==> config.mk <==
export PLATFORM = sky130hd
export DESIGN_NAME = vector_lane
export DESIGN_NICKNAME = d
export VERILOG_FILES = /design/src/lane_pkg.sv /design/src/lane_decode.sv /design/src/lane_execute.sv /design/src/lane_result.sv /design/src/lane_vrf.sv /design/src/vector_lane.sv
export SDC_FILE = /design/constraint.sdc
export NUM_CORES = 2
export LEC_CHECK = 0
export BUFFER_PORTS_ARGS = -buffer_cell sky130_fd_sc_hd__buf_2
export CELL_PAD_IN_SITES_DETAIL_PLACEMENT = 1
export CELL_PAD_IN_SITES_GLOBAL_PLACEMENT = 1
export CORE_ASPECT_RATIO = 1.75
export CORE_UTILIZATION = 50
export DETAILED_ROUTE_END_ITERATION = 7
export PLACE_DENSITY = 0.82
export SLEW_MARGIN = 10
export SYNTH_ARGS = -nofsm -noshare
export SYNTH_HDL_FRONTEND = slang
export SYNTH_SLANG_ARGS = --single-unit
export TNS_END_PERCENT = 5
==> constraint.sdc <==
create_clock -name clk_i -period 14.82 [get_ports clk_i]
set_input_delay 2.223 -clock clk_i [delete_from_list [all_inputs] [get_ports clk_i]]
set_output_delay 2.223 -clock clk_i [all_outputs]
set_load 0.01 [all_outputs]
==> src/lane_pkg.sv <==
// Vector lane package with sizes, opcode and selector types, stage structs and element view
package lane_pkg;

    //////////////////////////////////////////////////
    // Sizes
    //////////////////////////////////////////////////
    localparam int vreg_addr_w  = 5;
    localparam int mask_addr_w  = 5;
    localparam int word_w       = 32;
    localparam int imm_w        = 5;
    // Edges from issue to result
    localparam int lane_latency = 4;

    //////////////////////////////////////////////////
    // Encodings
    //////////////////////////////////////////////////
    // Element width, sew_none extracts zero
    typedef enum logic [1:0] {
        sew_byte = 2'd0,
        sew_half = 2'd1,
        sew_word = 2'd2,
        sew_none = 2'd3
    } sew_e;

    typedef enum logic [3:0] {
        op_add   = 4'd0,
        op_sub   = 4'd1,
        op_and   = 4'd2,
        op_or    = 4'd3,
        op_xor   = 4'd4,
        op_sll   = 4'd5,
        op_srl   = 4'd6,
        op_mseq  = 4'd7,
        op_msltu = 4'd8
    } alu_op_e;

    // Second operand source, value 3 selects zero
    typedef enum logic [1:0] {
        op2_vector = 2'd0,
        op2_scalar = 2'd1,
        op2_imm    = 2'd2
    } op2_sel_e;

    typedef enum logic {
        wsrc_alu  = 1'b0,
        wsrc_load = 1'b1
    } wsrc_e;

    //////////////////////////////////////////////////
    // Stage structs
    //////////////////////////////////////////////////
    typedef struct packed {
        logic [vreg_addr_w-1:0] vs1;
        logic [vreg_addr_w-1:0] vs2;
        logic [vreg_addr_w-1:0] vd;
        logic [1:0]             el_idx;
        op2_sel_e               op2_sel;
        logic [word_w-1:0]      scalar;
        logic [imm_w-1:0]       imm;
        alu_op_e                alu_op;
        wsrc_e                  wsrc;
        logic [word_w-1:0]      load_data;
        logic [word_w/8-1:0]    bwen;
        logic                   masked;
        logic [mask_addr_w-1:0] mask_idx;
    } lane_cmd_t;

    typedef struct packed {
        logic [1:0]             el_idx;
        op2_sel_e               op2_sel;
        logic [word_w-1:0]      scalar;
        logic [word_w-1:0]      imm;
        alu_op_e                alu_op;
        wsrc_e                  wsrc;
        logic [word_w-1:0]      load_data;
        logic [vreg_addr_w-1:0] vd;
        logic [word_w/8-1:0]    bwen;
        logic                   masked;
        logic [mask_addr_w-1:0] mask_idx;
        logic                   is_compare;
        logic                   valid;
    } exec_ctrl_t;

    typedef struct packed {
        logic                   valid;
        logic [vreg_addr_w-1:0] vd;
        logic [word_w/8-1:0]    bwen;
        logic                   masked;
        logic [mask_addr_w-1:0] mask_idx;
        logic                   is_compare;
        logic [word_w-1:0]      data;
    } wb_ctrl_t;

    // Write happens when any bwen bit is set
    typedef struct packed {
        logic [vreg_addr_w-1:0] addr;
        logic [word_w-1:0]      data;
        logic [word_w/8-1:0]    bwen;
    } vrf_wr_t;

    // One read word seen as bytes or halfwords
    typedef union packed {
        logic [word_w/8-1:0][7:0]   bytes;
        logic [word_w/16-1:0][15:0] halves;
    } lane_word_u;

endpackage

==> src/lane_decode.sv <==
// Issue stage that registers a command and produces read addresses and execute control
module lane_decode (
    input  logic                                  clk_i,
    input  logic                                  rst_i,
    input  logic                                  cmd_valid_i,
    input  lane_pkg::lane_cmd_t                   cmd_i,
    output logic [lane_pkg::vreg_addr_w-1:0]      raddr_a_o,
    output logic [lane_pkg::vreg_addr_w-1:0]      raddr_b_o,
    output lane_pkg::exec_ctrl_t                  exec_ctrl_o
);

    lane_pkg::lane_cmd_t  cmd_q;
    logic                 cmd_valid_q;
    lane_pkg::exec_ctrl_t exec_next;

    //////////////////////////////////////////////////
    // Issue register, sampled at E0
    //////////////////////////////////////////////////
    always_ff @(posedge clk_i) begin
        if (!rst_i) begin
            cmd_valid_q <= 1'b0;
        end else begin
            cmd_valid_q <= cmd_valid_i;
        end
        cmd_q <= cmd_i;
    end

    // Register file samples these at E1
    assign raddr_a_o = cmd_q.vs1;
    assign raddr_b_o = cmd_q.vs2;

    always_comb begin
        exec_next.el_idx     = cmd_q.el_idx;
        exec_next.op2_sel    = cmd_q.op2_sel;
        exec_next.scalar     = cmd_q.scalar;
        exec_next.imm        = {{(lane_pkg::word_w - lane_pkg::imm_w){1'b0}}, cmd_q.imm};
        exec_next.alu_op     = cmd_q.alu_op;
        exec_next.wsrc       = cmd_q.wsrc;
        exec_next.load_data  = cmd_q.load_data;
        exec_next.vd         = cmd_q.vd;
        exec_next.bwen       = cmd_q.bwen;
        exec_next.masked     = cmd_q.masked;
        exec_next.mask_idx   = cmd_q.mask_idx;
        exec_next.is_compare = (cmd_q.alu_op == lane_pkg::op_mseq) ||
                               (cmd_q.alu_op == lane_pkg::op_msltu);
        exec_next.valid      = cmd_valid_q;
    end

    //////////////////////////////////////////////////
    // Control delay so it meets read data at execute
    //////////////////////////////////////////////////
    always_ff @(posedge clk_i) begin
        if (!rst_i) begin
            exec_ctrl_o.valid <= 1'b0;
        end else begin
            exec_ctrl_o <= exec_next;
        end
    end

endmodule

==> src/lane_execute.sv <==
// Execute stage with element extraction, operand selection and ALU feeding write-back
module lane_execute (
    input  logic                            clk_i,
    input  logic                            rst_i,
    input  lane_pkg::sew_e                  sew_i,
    input  logic [lane_pkg::word_w-1:0]     rdata_a_i,
    input  logic [lane_pkg::word_w-1:0]     rdata_b_i,
    input  lane_pkg::exec_ctrl_t            exec_ctrl_i,
    output lane_pkg::wb_ctrl_t              wb_ctrl_o
);

    lane_pkg::lane_word_u        word_a;
    lane_pkg::lane_word_u        word_b;
    logic [lane_pkg::word_w-1:0] elem_a;
    logic [lane_pkg::word_w-1:0] elem_b;
    logic [lane_pkg::word_w-1:0] op1;
    logic [lane_pkg::word_w-1:0] op2;
    logic [lane_pkg::word_w-1:0] alu_word;
    logic                        mask_bit;
    logic [lane_pkg::word_w-1:0] wr_data;
    lane_pkg::wb_ctrl_t          wb_next;

    // Zero-extended element picked by width and index
    function automatic logic [lane_pkg::word_w-1:0] extract_el(
        input lane_pkg::lane_word_u w,
        input lane_pkg::sew_e       sew,
        input logic [1:0]           idx
    );
        logic [lane_pkg::word_w-1:0] el;
        case (sew)
            lane_pkg::sew_byte: el = {{(lane_pkg::word_w - 8){1'b0}}, w.bytes[idx]};
            lane_pkg::sew_half: el = {{(lane_pkg::word_w - 16){1'b0}}, w.halves[idx[0]]};
            lane_pkg::sew_word: el = w;
            default:            el = '0;
        endcase
        return el;
    endfunction

    //////////////////////////////////////////////////
    // Operand preparation
    //////////////////////////////////////////////////
    assign word_a = rdata_a_i;
    assign word_b = rdata_b_i;
    assign elem_a = extract_el(word_a, sew_i, exec_ctrl_i.el_idx);
    assign elem_b = extract_el(word_b, sew_i, exec_ctrl_i.el_idx);
    assign op1    = elem_a;

    always_comb begin
        case (exec_ctrl_i.op2_sel)
            lane_pkg::op2_vector: op2 = elem_b;
            lane_pkg::op2_scalar: op2 = exec_ctrl_i.scalar;
            lane_pkg::op2_imm:    op2 = exec_ctrl_i.imm;
            default:              op2 = '0;
        endcase
    end

    //////////////////////////////////////////////////
    // ALU
    //////////////////////////////////////////////////
    always_comb begin
        alu_word = '0;
        mask_bit = 1'b0;
        case (exec_ctrl_i.alu_op)
            lane_pkg::op_add:   alu_word = op1 + op2;
            lane_pkg::op_sub:   alu_word = op1 - op2;
            lane_pkg::op_and:   alu_word = op1 & op2;
            lane_pkg::op_or:    alu_word = op1 | op2;
            lane_pkg::op_xor:   alu_word = op1 ^ op2;
            // Shift amount from the low 5 bits only
            lane_pkg::op_sll:   alu_word = op1 << op2[4:0];
            lane_pkg::op_srl:   alu_word = op1 >> op2[4:0];
            lane_pkg::op_mseq:  mask_bit = (op1 == op2);
            lane_pkg::op_msltu: mask_bit = (op1 < op2);
            default:            alu_word = '0;
        endcase
    end

    // Compares report the mask bit in bit 0
    always_comb begin
        if (exec_ctrl_i.is_compare) begin
            wr_data = {{(lane_pkg::word_w - 1){1'b0}}, mask_bit};
        end else if (exec_ctrl_i.wsrc == lane_pkg::wsrc_load) begin
            wr_data = exec_ctrl_i.load_data;
        end else begin
            wr_data = alu_word;
        end
    end

    always_comb begin
        wb_next.valid      = exec_ctrl_i.valid;
        wb_next.vd         = exec_ctrl_i.vd;
        wb_next.bwen       = exec_ctrl_i.bwen;
        wb_next.masked     = exec_ctrl_i.masked;
        wb_next.mask_idx   = exec_ctrl_i.mask_idx;
        wb_next.is_compare = exec_ctrl_i.is_compare;
        wb_next.data       = wr_data;
    end

    // Registered at E2
    always_ff @(posedge clk_i) begin
        if (!rst_i) begin
            wb_ctrl_o.valid <= 1'b0;
        end else begin
            wb_ctrl_o <= wb_next;
        end
    end

endmodule

==> src/lane_result.sv <==
// Result stage with mask register file, masked write-back and registered result outputs
module lane_result (
    input  logic                            clk_i,
    input  logic                            rst_i,
    input  lane_pkg::wb_ctrl_t              wb_ctrl_i,
    output lane_pkg::vrf_wr_t               vrf_wr_o,
    output logic                            result_valid_o,
    output logic [31:0]                     result_o
);

    localparam int mask_depth = 2 ** lane_pkg::mask_addr_w;

    logic [mask_depth-1:0] vmrf;
    logic                  vmrf_bit;
    logic                  vrf_wen;
    logic                  vmrf_wen;

    //////////////////////////////////////////////////
    // Write rules
    //////////////////////////////////////////////////
    assign vmrf_bit = vmrf[wb_ctrl_i.mask_idx];

    // Masked words only land where the mask bit is set
    assign vrf_wen  = wb_ctrl_i.valid && !wb_ctrl_i.is_compare &&
                      (!wb_ctrl_i.masked || vmrf_bit);
    assign vmrf_wen = wb_ctrl_i.valid && wb_ctrl_i.is_compare;

    assign vrf_wr_o.addr = wb_ctrl_i.vd;
    assign vrf_wr_o.data = wb_ctrl_i.data;
    assign vrf_wr_o.bwen = vrf_wen ? wb_ctrl_i.bwen : '0;

    //////////////////////////////////////////////////
    // Mask register file
    //////////////////////////////////////////////////
    always_ff @(posedge clk_i) begin
        if (!rst_i) begin
            vmrf <= '0;
        end else if (vmrf_wen) begin
            vmrf[wb_ctrl_i.mask_idx] <= wb_ctrl_i.data[0];
        end
    end

    //////////////////////////////////////////////////
    // Result outputs, registered at E3
    //////////////////////////////////////////////////
    always_ff @(posedge clk_i) begin
        if (!rst_i) begin
            result_valid_o <= 1'b0;
        end else begin
            result_valid_o <= wb_ctrl_i.valid;
        end
        result_o <= wb_ctrl_i.data;
    end

endmodule

==> src/lane_vrf.sv <==
// Vector register file with two synchronous read ports and one byte-enabled write port
module lane_vrf (
    input  logic                                  clk_i,
    input  logic [lane_pkg::vreg_addr_w-1:0]      raddr_a_i,
    input  logic [lane_pkg::vreg_addr_w-1:0]      raddr_b_i,
    input  lane_pkg::vrf_wr_t                     vrf_wr_i,
    output logic [lane_pkg::word_w-1:0]           rdata_a_o,
    output logic [lane_pkg::word_w-1:0]           rdata_b_o
);

    localparam int depth     = 2 ** lane_pkg::vreg_addr_w;
    localparam int num_bytes = lane_pkg::word_w / 8;

    // Storage kept as bytes for the per-byte write
    logic [num_bytes-1:0][7:0] mem [depth];

    //////////////////////////////////////////////////
    // Byte-enabled write
    //////////////////////////////////////////////////
    always_ff @(posedge clk_i) begin
        for (int b = 0; b < num_bytes; b++) begin
            if (vrf_wr_i.bwen[b]) begin
                mem[vrf_wr_i.addr][b] <= vrf_wr_i.data[8*b +: 8];
            end
        end
    end

    //////////////////////////////////////////////////
    // Synchronous reads
    //////////////////////////////////////////////////
    // Same-edge write to the read address returns old data
    always_ff @(posedge clk_i) begin
        rdata_a_o <= mem[raddr_a_i];
        rdata_b_o <= mem[raddr_b_i];
    end

endmodule

==> src/vector_lane.sv <==
// Vector lane top level connecting decode, register file, execute and result stages
module vector_lane (
    input  logic                clk_i,
    input  logic                rst_i,
    input  logic                cmd_valid_i,
    input  lane_pkg::lane_cmd_t cmd_i,
    input  lane_pkg::sew_e      sew_i,
    output logic                result_valid_o,
    output logic [31:0]         result_o
);

    //////////////////////////////////////////////////
    // Stage interconnect
    //////////////////////////////////////////////////
    logic [lane_pkg::vreg_addr_w-1:0] raddr_a;
    logic [lane_pkg::vreg_addr_w-1:0] raddr_b;
    logic [lane_pkg::word_w-1:0]      rdata_a;
    logic [lane_pkg::word_w-1:0]      rdata_b;
    lane_pkg::exec_ctrl_t             exec_ctrl;
    lane_pkg::wb_ctrl_t               wb_ctrl;
    lane_pkg::vrf_wr_t                vrf_wr;

    lane_decode lane_decode_inst (
        .clk_i       (clk_i),
        .rst_i       (rst_i),
        .cmd_valid_i (cmd_valid_i),
        .cmd_i       (cmd_i),
        .raddr_a_o   (raddr_a),
        .raddr_b_o   (raddr_b),
        .exec_ctrl_o (exec_ctrl)
    );

    lane_vrf lane_vrf_inst (
        .clk_i     (clk_i),
        .raddr_a_i (raddr_a),
        .raddr_b_i (raddr_b),
        .vrf_wr_i  (vrf_wr),
        .rdata_a_o (rdata_a),
        .rdata_b_o (rdata_b)
    );

    lane_execute lane_execute_inst (
        .clk_i       (clk_i),
        .rst_i       (rst_i),
        .sew_i       (sew_i),
        .rdata_a_i   (rdata_a),
        .rdata_b_i   (rdata_b),
        .exec_ctrl_i (exec_ctrl),
        .wb_ctrl_o   (wb_ctrl)
    );

    // Write-back loops back into the register file
    lane_result lane_result_inst (
        .clk_i          (clk_i),
        .rst_i          (rst_i),
        .wb_ctrl_i      (wb_ctrl),
        .vrf_wr_o       (vrf_wr),
        .result_valid_o (result_valid_o),
        .result_o       (result_o)
    );

endmodule
======== After elaboration in Yosys (flattened, before gate mapping) ========
Memory sizes are Yosys's and may differ from the RTL's. A register that Yosys moved wholly into a read port is not among the register bits.
Index checks and enable logic that the tools add are counted.
operators by class
  shift-type cells ........................ 2
  reduce and logical (&&, ||, !) cells .... 11
  equal/unequal tests ..................... 15
  $add $sub $neg .......................... 2
  bitwise operators ....................... 3
  magnitude comparators ................... 5
  multiplexer cells ....................... 29
operators by type and width
  cell                                                                count
  case mux 32 bit (3 select lines)                                    3
  case mux 32 bit (7 select lines)                                    1
  two-way mux 16 bit                                                  4
  adder 32 bit                                                        1
  bitwise AND 32 bit                                                  1
  binary-select mux 8 bit (select 2 bit)                              2
  bitwise mux 32 bit                                                  1
  equality test 32 bit                                                1
  less-than comparator 32 bit                                         1
  two-way mux 32 bit                                                  1
  bitwise OR 32 bit                                                   1
  left shift 32 x 5 -> 32 bit                                         1
  right shift 32 x 5 -> 32 bit                                        1
  subtractor 32 bit                                                   1
  XOR 32 bit                                                          1
  equality test 4 x 3 -> 1 bit (second input constant)                5
  two-way mux 8 bit                                                   2
  two-way mux 1 bit                                                   11
  equality test 4 x 2 -> 1 bit (second input constant)                2
  equality test 4 bit (second input constant)                         2
  less-than comparator 5 x 6 -> 1 bit (second input constant)         1
  binary-select mux 1 bit (select 5 bit)                              1
  demux 1 bit (select 5 bit)                                          1
  greater-or-equal comparator 5 x 1 -> 1 bit (second input constant)  1
  other kinds (12)                                                    20
storage, ports and cells
  register bits after elaboration ......... 313
  word-level logic and storage cells ...... 106
  RAM bits ................................ 1,024
  output and inout bits ................... 33
  bits of input ports ..................... 108
  memories ................................ 1
memories
  memory             words  bits a word  rd ports  clocked after Yosys merged registers in  write ports  RTL line        text
  lane_vrf_inst.mem  32     32           2         2                                        1            lane_vrf.sv:15  logic [num_bytes-1:0][7:0] mem [depth];

======== Logic depth before layout (Yosys ltp) ========
  depth after elaboration ................. 8
  gate-level depth with buffers ........... 24
  mapped depth without buffers ............ 19

======== Cells and area by module ========
A second synthesis with hierarchy kept.
unflattened totals
  cells, all modules ...................... 5,906
  area, all modules ....................... 71,606.2 sq um
by module, submodules not included
  module        seq. area each (sq um)  times used  area each (sq um)  cells an instance
  lane_vrf      32,030.7                1           50,918.8           3,592
  lane_execute  1,461.4                 1           12,668.4           1,781
  lane_decode   4,924.7                 1           5,241.3            242
  lane_result   1,301.2                 1           2,777.7            291

======== Worst setup path before layout ========
Ideal clock, no wire load.
  path type ............................... input-to-reg
  start ................................... input sew_i[1]
  end ..................................... register lane_execute_inst.wb_ctrl_o[25] in the netlist's numbering, data pin
  data arrival time ....................... 6,654 ps
  buffers on the path ..................... 5
  data required time ...................... 14,532 ps
  path slack .............................. 7,878 ps
  stages on the path ...................... 20
  setup time .............................. 288 ps
  cells stage by stage .................... buf_2 nor2b_1 buf_2 o2bb2ai_1 a22oi_1 nand2_2 buf_2 buf_1 buf_2 ha_1 fa_1 nand2b_1 a211o_1 a21oi_1 a21oi_1 o211ai_1 a211oi_1 o21ai_0 or4_1 o211ai_1
between the ends
  word-level cells in the longest chain between the ends .. 6
  elaborated cells between the ends (all ways) .. 15
  those cells by class .................... add/sub: 2; eq/ne: 2; shift: 2; mux: 5; bitwise: 3; reduce/logical: 1
ends and longest elaborated chain
  item                                               RTL line             text
  start: declaration                                 vector_lane.sv:7     input lane_pkg::sew_e sew_i,
  equality test 2 bit, or another cell as far along  lane_execute.sv:30   case (sew)
  case mux 32 bit (3 select lines)                   lane_execute.sv:30
  case mux 32 bit (3 select lines)                   lane_execute.sv:49   case (exec_ctrl_i.op2_sel)
  subtractor 32 bit, or another cell as far along    lane_execute.sv:65   lane_pkg::op_sub: alu_word = op1 - op2;
  case mux 32 bit (7 select lines) (*)               lane_execute.sv:63   case (exec_ctrl_i.alu_op)
  two-way mux 32 bit (*)                             lane_execute.sv:82   end else if (exec_ctrl_i.wsrc == lane_pkg::wsrc_load) begin
  end signal: assignment                             lane_execute.sv:104  wb_ctrl_o <= wb_next;
  end: declaration                                   lane_execute.sv:9    output lane_pkg::wb_ctrl_t wb_ctrl_o
Mark *: on every way between the ends. The rest lies on a longest branch, timed or not.
A chain may end at the register's enable or synchronous reset.

======== Final worst setup path ========
Ends and elaborated chain as after synthesis.

==> qor.yml <==
run_status:
  status: "finished, violations left"
  violations: "DRC"
global_routing:
  use_met3: 0.0981
  grt_max_degree: 84
  track_usage: 0.398
  grt_use_met1: 0.403
  gr-total-overflow: 0
  grt.busiest_layer: "met2"
  grt_pass1_vias: 47995
  antenna_found_initial: 21
  grt_pass1_wl_mm: 375
  grtUsageMet2: 0.665
floorplanning:
  die_h_um: 490
  pin_count: 141
  dieArea_sq_mm: 0.137
  core_area_sq_mm: 0.135
  core.rowCount: 178
  initial_utilization: 0.505
  die_w_um: 281
power:
  cell_internal_pwr_uw: 6710
  pwr-share-comb: 0.130
  leakagePower_uw: 0.0250
  power_uw: 9300
  power_frac_seq: 0.485
  power_per_cell_area_mw_per_mm2: 123
  peakVddDrop_uv: 117
  switching_share: 0.279
  pwr-share-clk: 0.384
  p_sw_uw: 2590
synthesis:
  ys_seq_area_frac: 0.585
  synthAdderAreaFrac: 0.0186
  synth-compound-area-share: 0.0736
  yosys.area_share.simple: 0.0522
  synthFlopType: "edfxtp_1"
  synth-async-reset-ratio: 0
  yosys.area_share.xor_xnor: 0.00232
  yosysWarnings: 0
  syn-num-nets: 4508
  ys_seq_elements: 1401
  syn_area_per_cell_sq_um: 15.8
  synth_top_family_by_area: "multiplexers"
  ys_types: 88
  syn_area_sq_mm: 0.0679
  synthMuxAreaShare: 0.244
  synth_cells: 4300
  synth_edf_count: 1166
placed_design:
  gp_congestion: 1.10
  numPlacedInstances: 6048
  portBuffers: 140
  place_area_sq_mm: 0.0706
  hpwl_mm: 181
timing:
  max_freq_mhz: 116
  worst_pin_slew_ns: 1.42
  finalCritPeriodShare: 0.580
  maxSlewHeadroom: 0.0523
  slew_violations: 0
  fin_skew_ns: 0.0407
  final.setup.tns_ns: 0
  rsz0062_at_grt: "no"
  fin_crit_ns: 8.59
  setup_violations: 0
  hold_viol_final: 0
worst_setup_path:
  setup.worst_path.start_class: "input port"
  cp_max_fo: 30
  end_kind: "flip-flop"
  arrival_ns: 9.12
  worst_ep_required_time_ns: 15.35
  critPathKind: "input port to flip-flop"
layout:
  seq_area_sq_mm: 0.0398
  final_nets: 4607
  nFillCells: 12421
  multiInputGateArea_sq_mm: 0.0266
  syn_to_final_growth_pct: 11.0
  layout.cells.non_filler: 6322
  stdcell_area_sq_mm: 0.0754
  drive_gt1_frac: 0.284
routing:
  drc: 1
  wl_per_cell_um: 42.6
  ant_nets: 0
  viasPerCell: 7.23
  routed_wl_mm: 269
  drtIter0Drc: 5750
  drtPass1Iterations: 8
  routed-via-count: 45690
clock_network:
  cts.sinks: 1401
  clockBufferDepth: 3
  cts_hold_buf: 0
  numCtsBuffers: 131
  cts.reportedPaths.clkPinSlew_ns: 0.08
  htree_levels: 4
  cts_resized: 0
  insertion_delay_ns: 0.81
  cts_tree: "built"
  cts_setup_buffers: 0
  root_buffer: "clkbuf_16"
min_path:
  hold_class: "flip-flop to flip-flop"
run:
  cap_viol_max_count: 0
-- area by class of cell --
| type | count | area share |
|---|---|---|
| Inverter | 93 | 0.00470 |
| Tap cell | 1800 | 0.0299 |
| Clock inverter | 87 | 0.0125 |
| Sequential cell | 1401 | 0.527 |
| Timing Repair Buffer | 282 | 0.0258 |
| Antenna cell | 13 | 0.000432 |
| Clock buffer | 156 | 0.0461 |
| Multi-Input combinational cell | 2490 | 0.353 |
-- sequential cells by signal (all words and copies together) (netlist names) --
register and cells:
lane_decode_inst.cmd_q 93, lane_decode_inst.cmd_valid_q 1, lane_decode_inst.exec_ctrl_o 95, lane_decode_inst.raddr_a_o 5, lane_decode_inst.raddr_b_o 5, lane_execute_inst.wb_ctrl_o 49, lane_result_inst.result_o 32, lane_result_inst.result_valid_o 1
lane_result_inst.vmrf 32, lane_vrf_inst.mem 1024, lane_vrf_inst.rdata_a_o 32, lane_vrf_inst.rdata_b_o 32
-- power groups by stage --
stage	logic (uW)	registers (uW)	clock network (uW)
finish	1210	4510	3570
global route	1240	4510	3710
CTS	1120	4520	3590
global placement	1100	4590	0
floorplan	701	4490	0
detailed placement	1110	4600	0
-- routing by layer --
metal	vias up	routed length, um
met5	-	145
met4	19	31300
met3	1254	23600
met2	3408	134000
met1	23318	80100
li1	17691	-
-- critical path, cell delays in order --
cell	delay (ns)
buf_2	0.33
nand2b_1	0.66
o2bb2ai_1	0.16
a22oi_1	0.45
nand2_2	0.52
ha_1	0.42
fa_1	0.48
nand2b_1	0.19
a211o_1	0.34
a21oi_1	0.44
a21oi_1	0.25
o211ai_1	0.87
a211oi_1	0.21
o21ai_0	1.00
buf_4	0.31
or4_1	0.13
o211ai_1	0.09
-- through the flow --
stage	utilization	setup WS (ns)	hold slack (ns)
floorplan	-	7.88	0.386
global placement	0.525	5.78	0.387
detailed placement	0.525	5.66	0.390
CTS	0.558	6.51	0.381
global route	0.560	6.18	0.388
finish	0.560	6.23	0.396
-- cell usage after synthesis (45+ instances only) --
| master | number | area (sq um) |
|---|---|---|
| buf_1 | 64 | 240 |
| a22oi_1 | 45 | 338 |
| dfxtp_1 | 235 | 4700 |
| mux2i_1 | 96 | 961 |
| inv_1 | 89 | 334 |
| o21ai_0 | 140 | 701 |
| edfxtp_1 | 1166 | 35000 |
| ha_1 | 98 | 1230 |
| nor2_1 | 297 | 1110 |
| mux4_2 | 652 | 14700 |
| nand3_1 | 51 | 255 |
| a21oi_1 | 177 | 886 |
| nand2_1 | 271 | 1020 |
| clkbuf_1 | 195 | 732 |
| mux2_2 | 78 | 878 |
-- worst paths after layout --
path / startpoint / endpoint / slack [ns] / depth (start not counted)
setup reg to reg: lane_decode_inst.exec_ctrl_o[120] / lane_execute_inst.wb_ctrl_o[25] / 7.58 / 17
hold reg to reg: lane_decode_inst.cmd_q[37] / lane_decode_inst.exec_ctrl_o[44] / 0.40 / 0
setup / recovery: sew_i[1] / lane_execute_inst.wb_ctrl_o[25] / 6.23 / 17
hold / removal: lane_decode_inst.cmd_q[37] / lane_decode_inst.exec_ctrl_o[44] / 0.40 / 0
-- logic make-up (layout without fill, tap and decap cells) --
family	after synthesis	in the layout
DFF	1401	1401
muxes	828	828
and+or+nand+nor	804	804
AOI/OAI and AO/OA	740	740
buffers and inverters	409	618
adders and majority gates	100	100
xor gates and xnor gates	18	18
other	0	13
-- placed cells by master, fill, tap and decap left out, types with 93 or more instances in the layout --
cell type	n
a21oi_1	175
buf_2	139
buf_4	126
clkbuf_16	137
dfxtp_1	225
edfxtp_1	1166
ha_1	98
mux2i_1	93
mux4_2	652
nand2_1	271
nor2_1	294
o21ai_0	135
No activity file was read; power rests on OpenSTA's default activity.
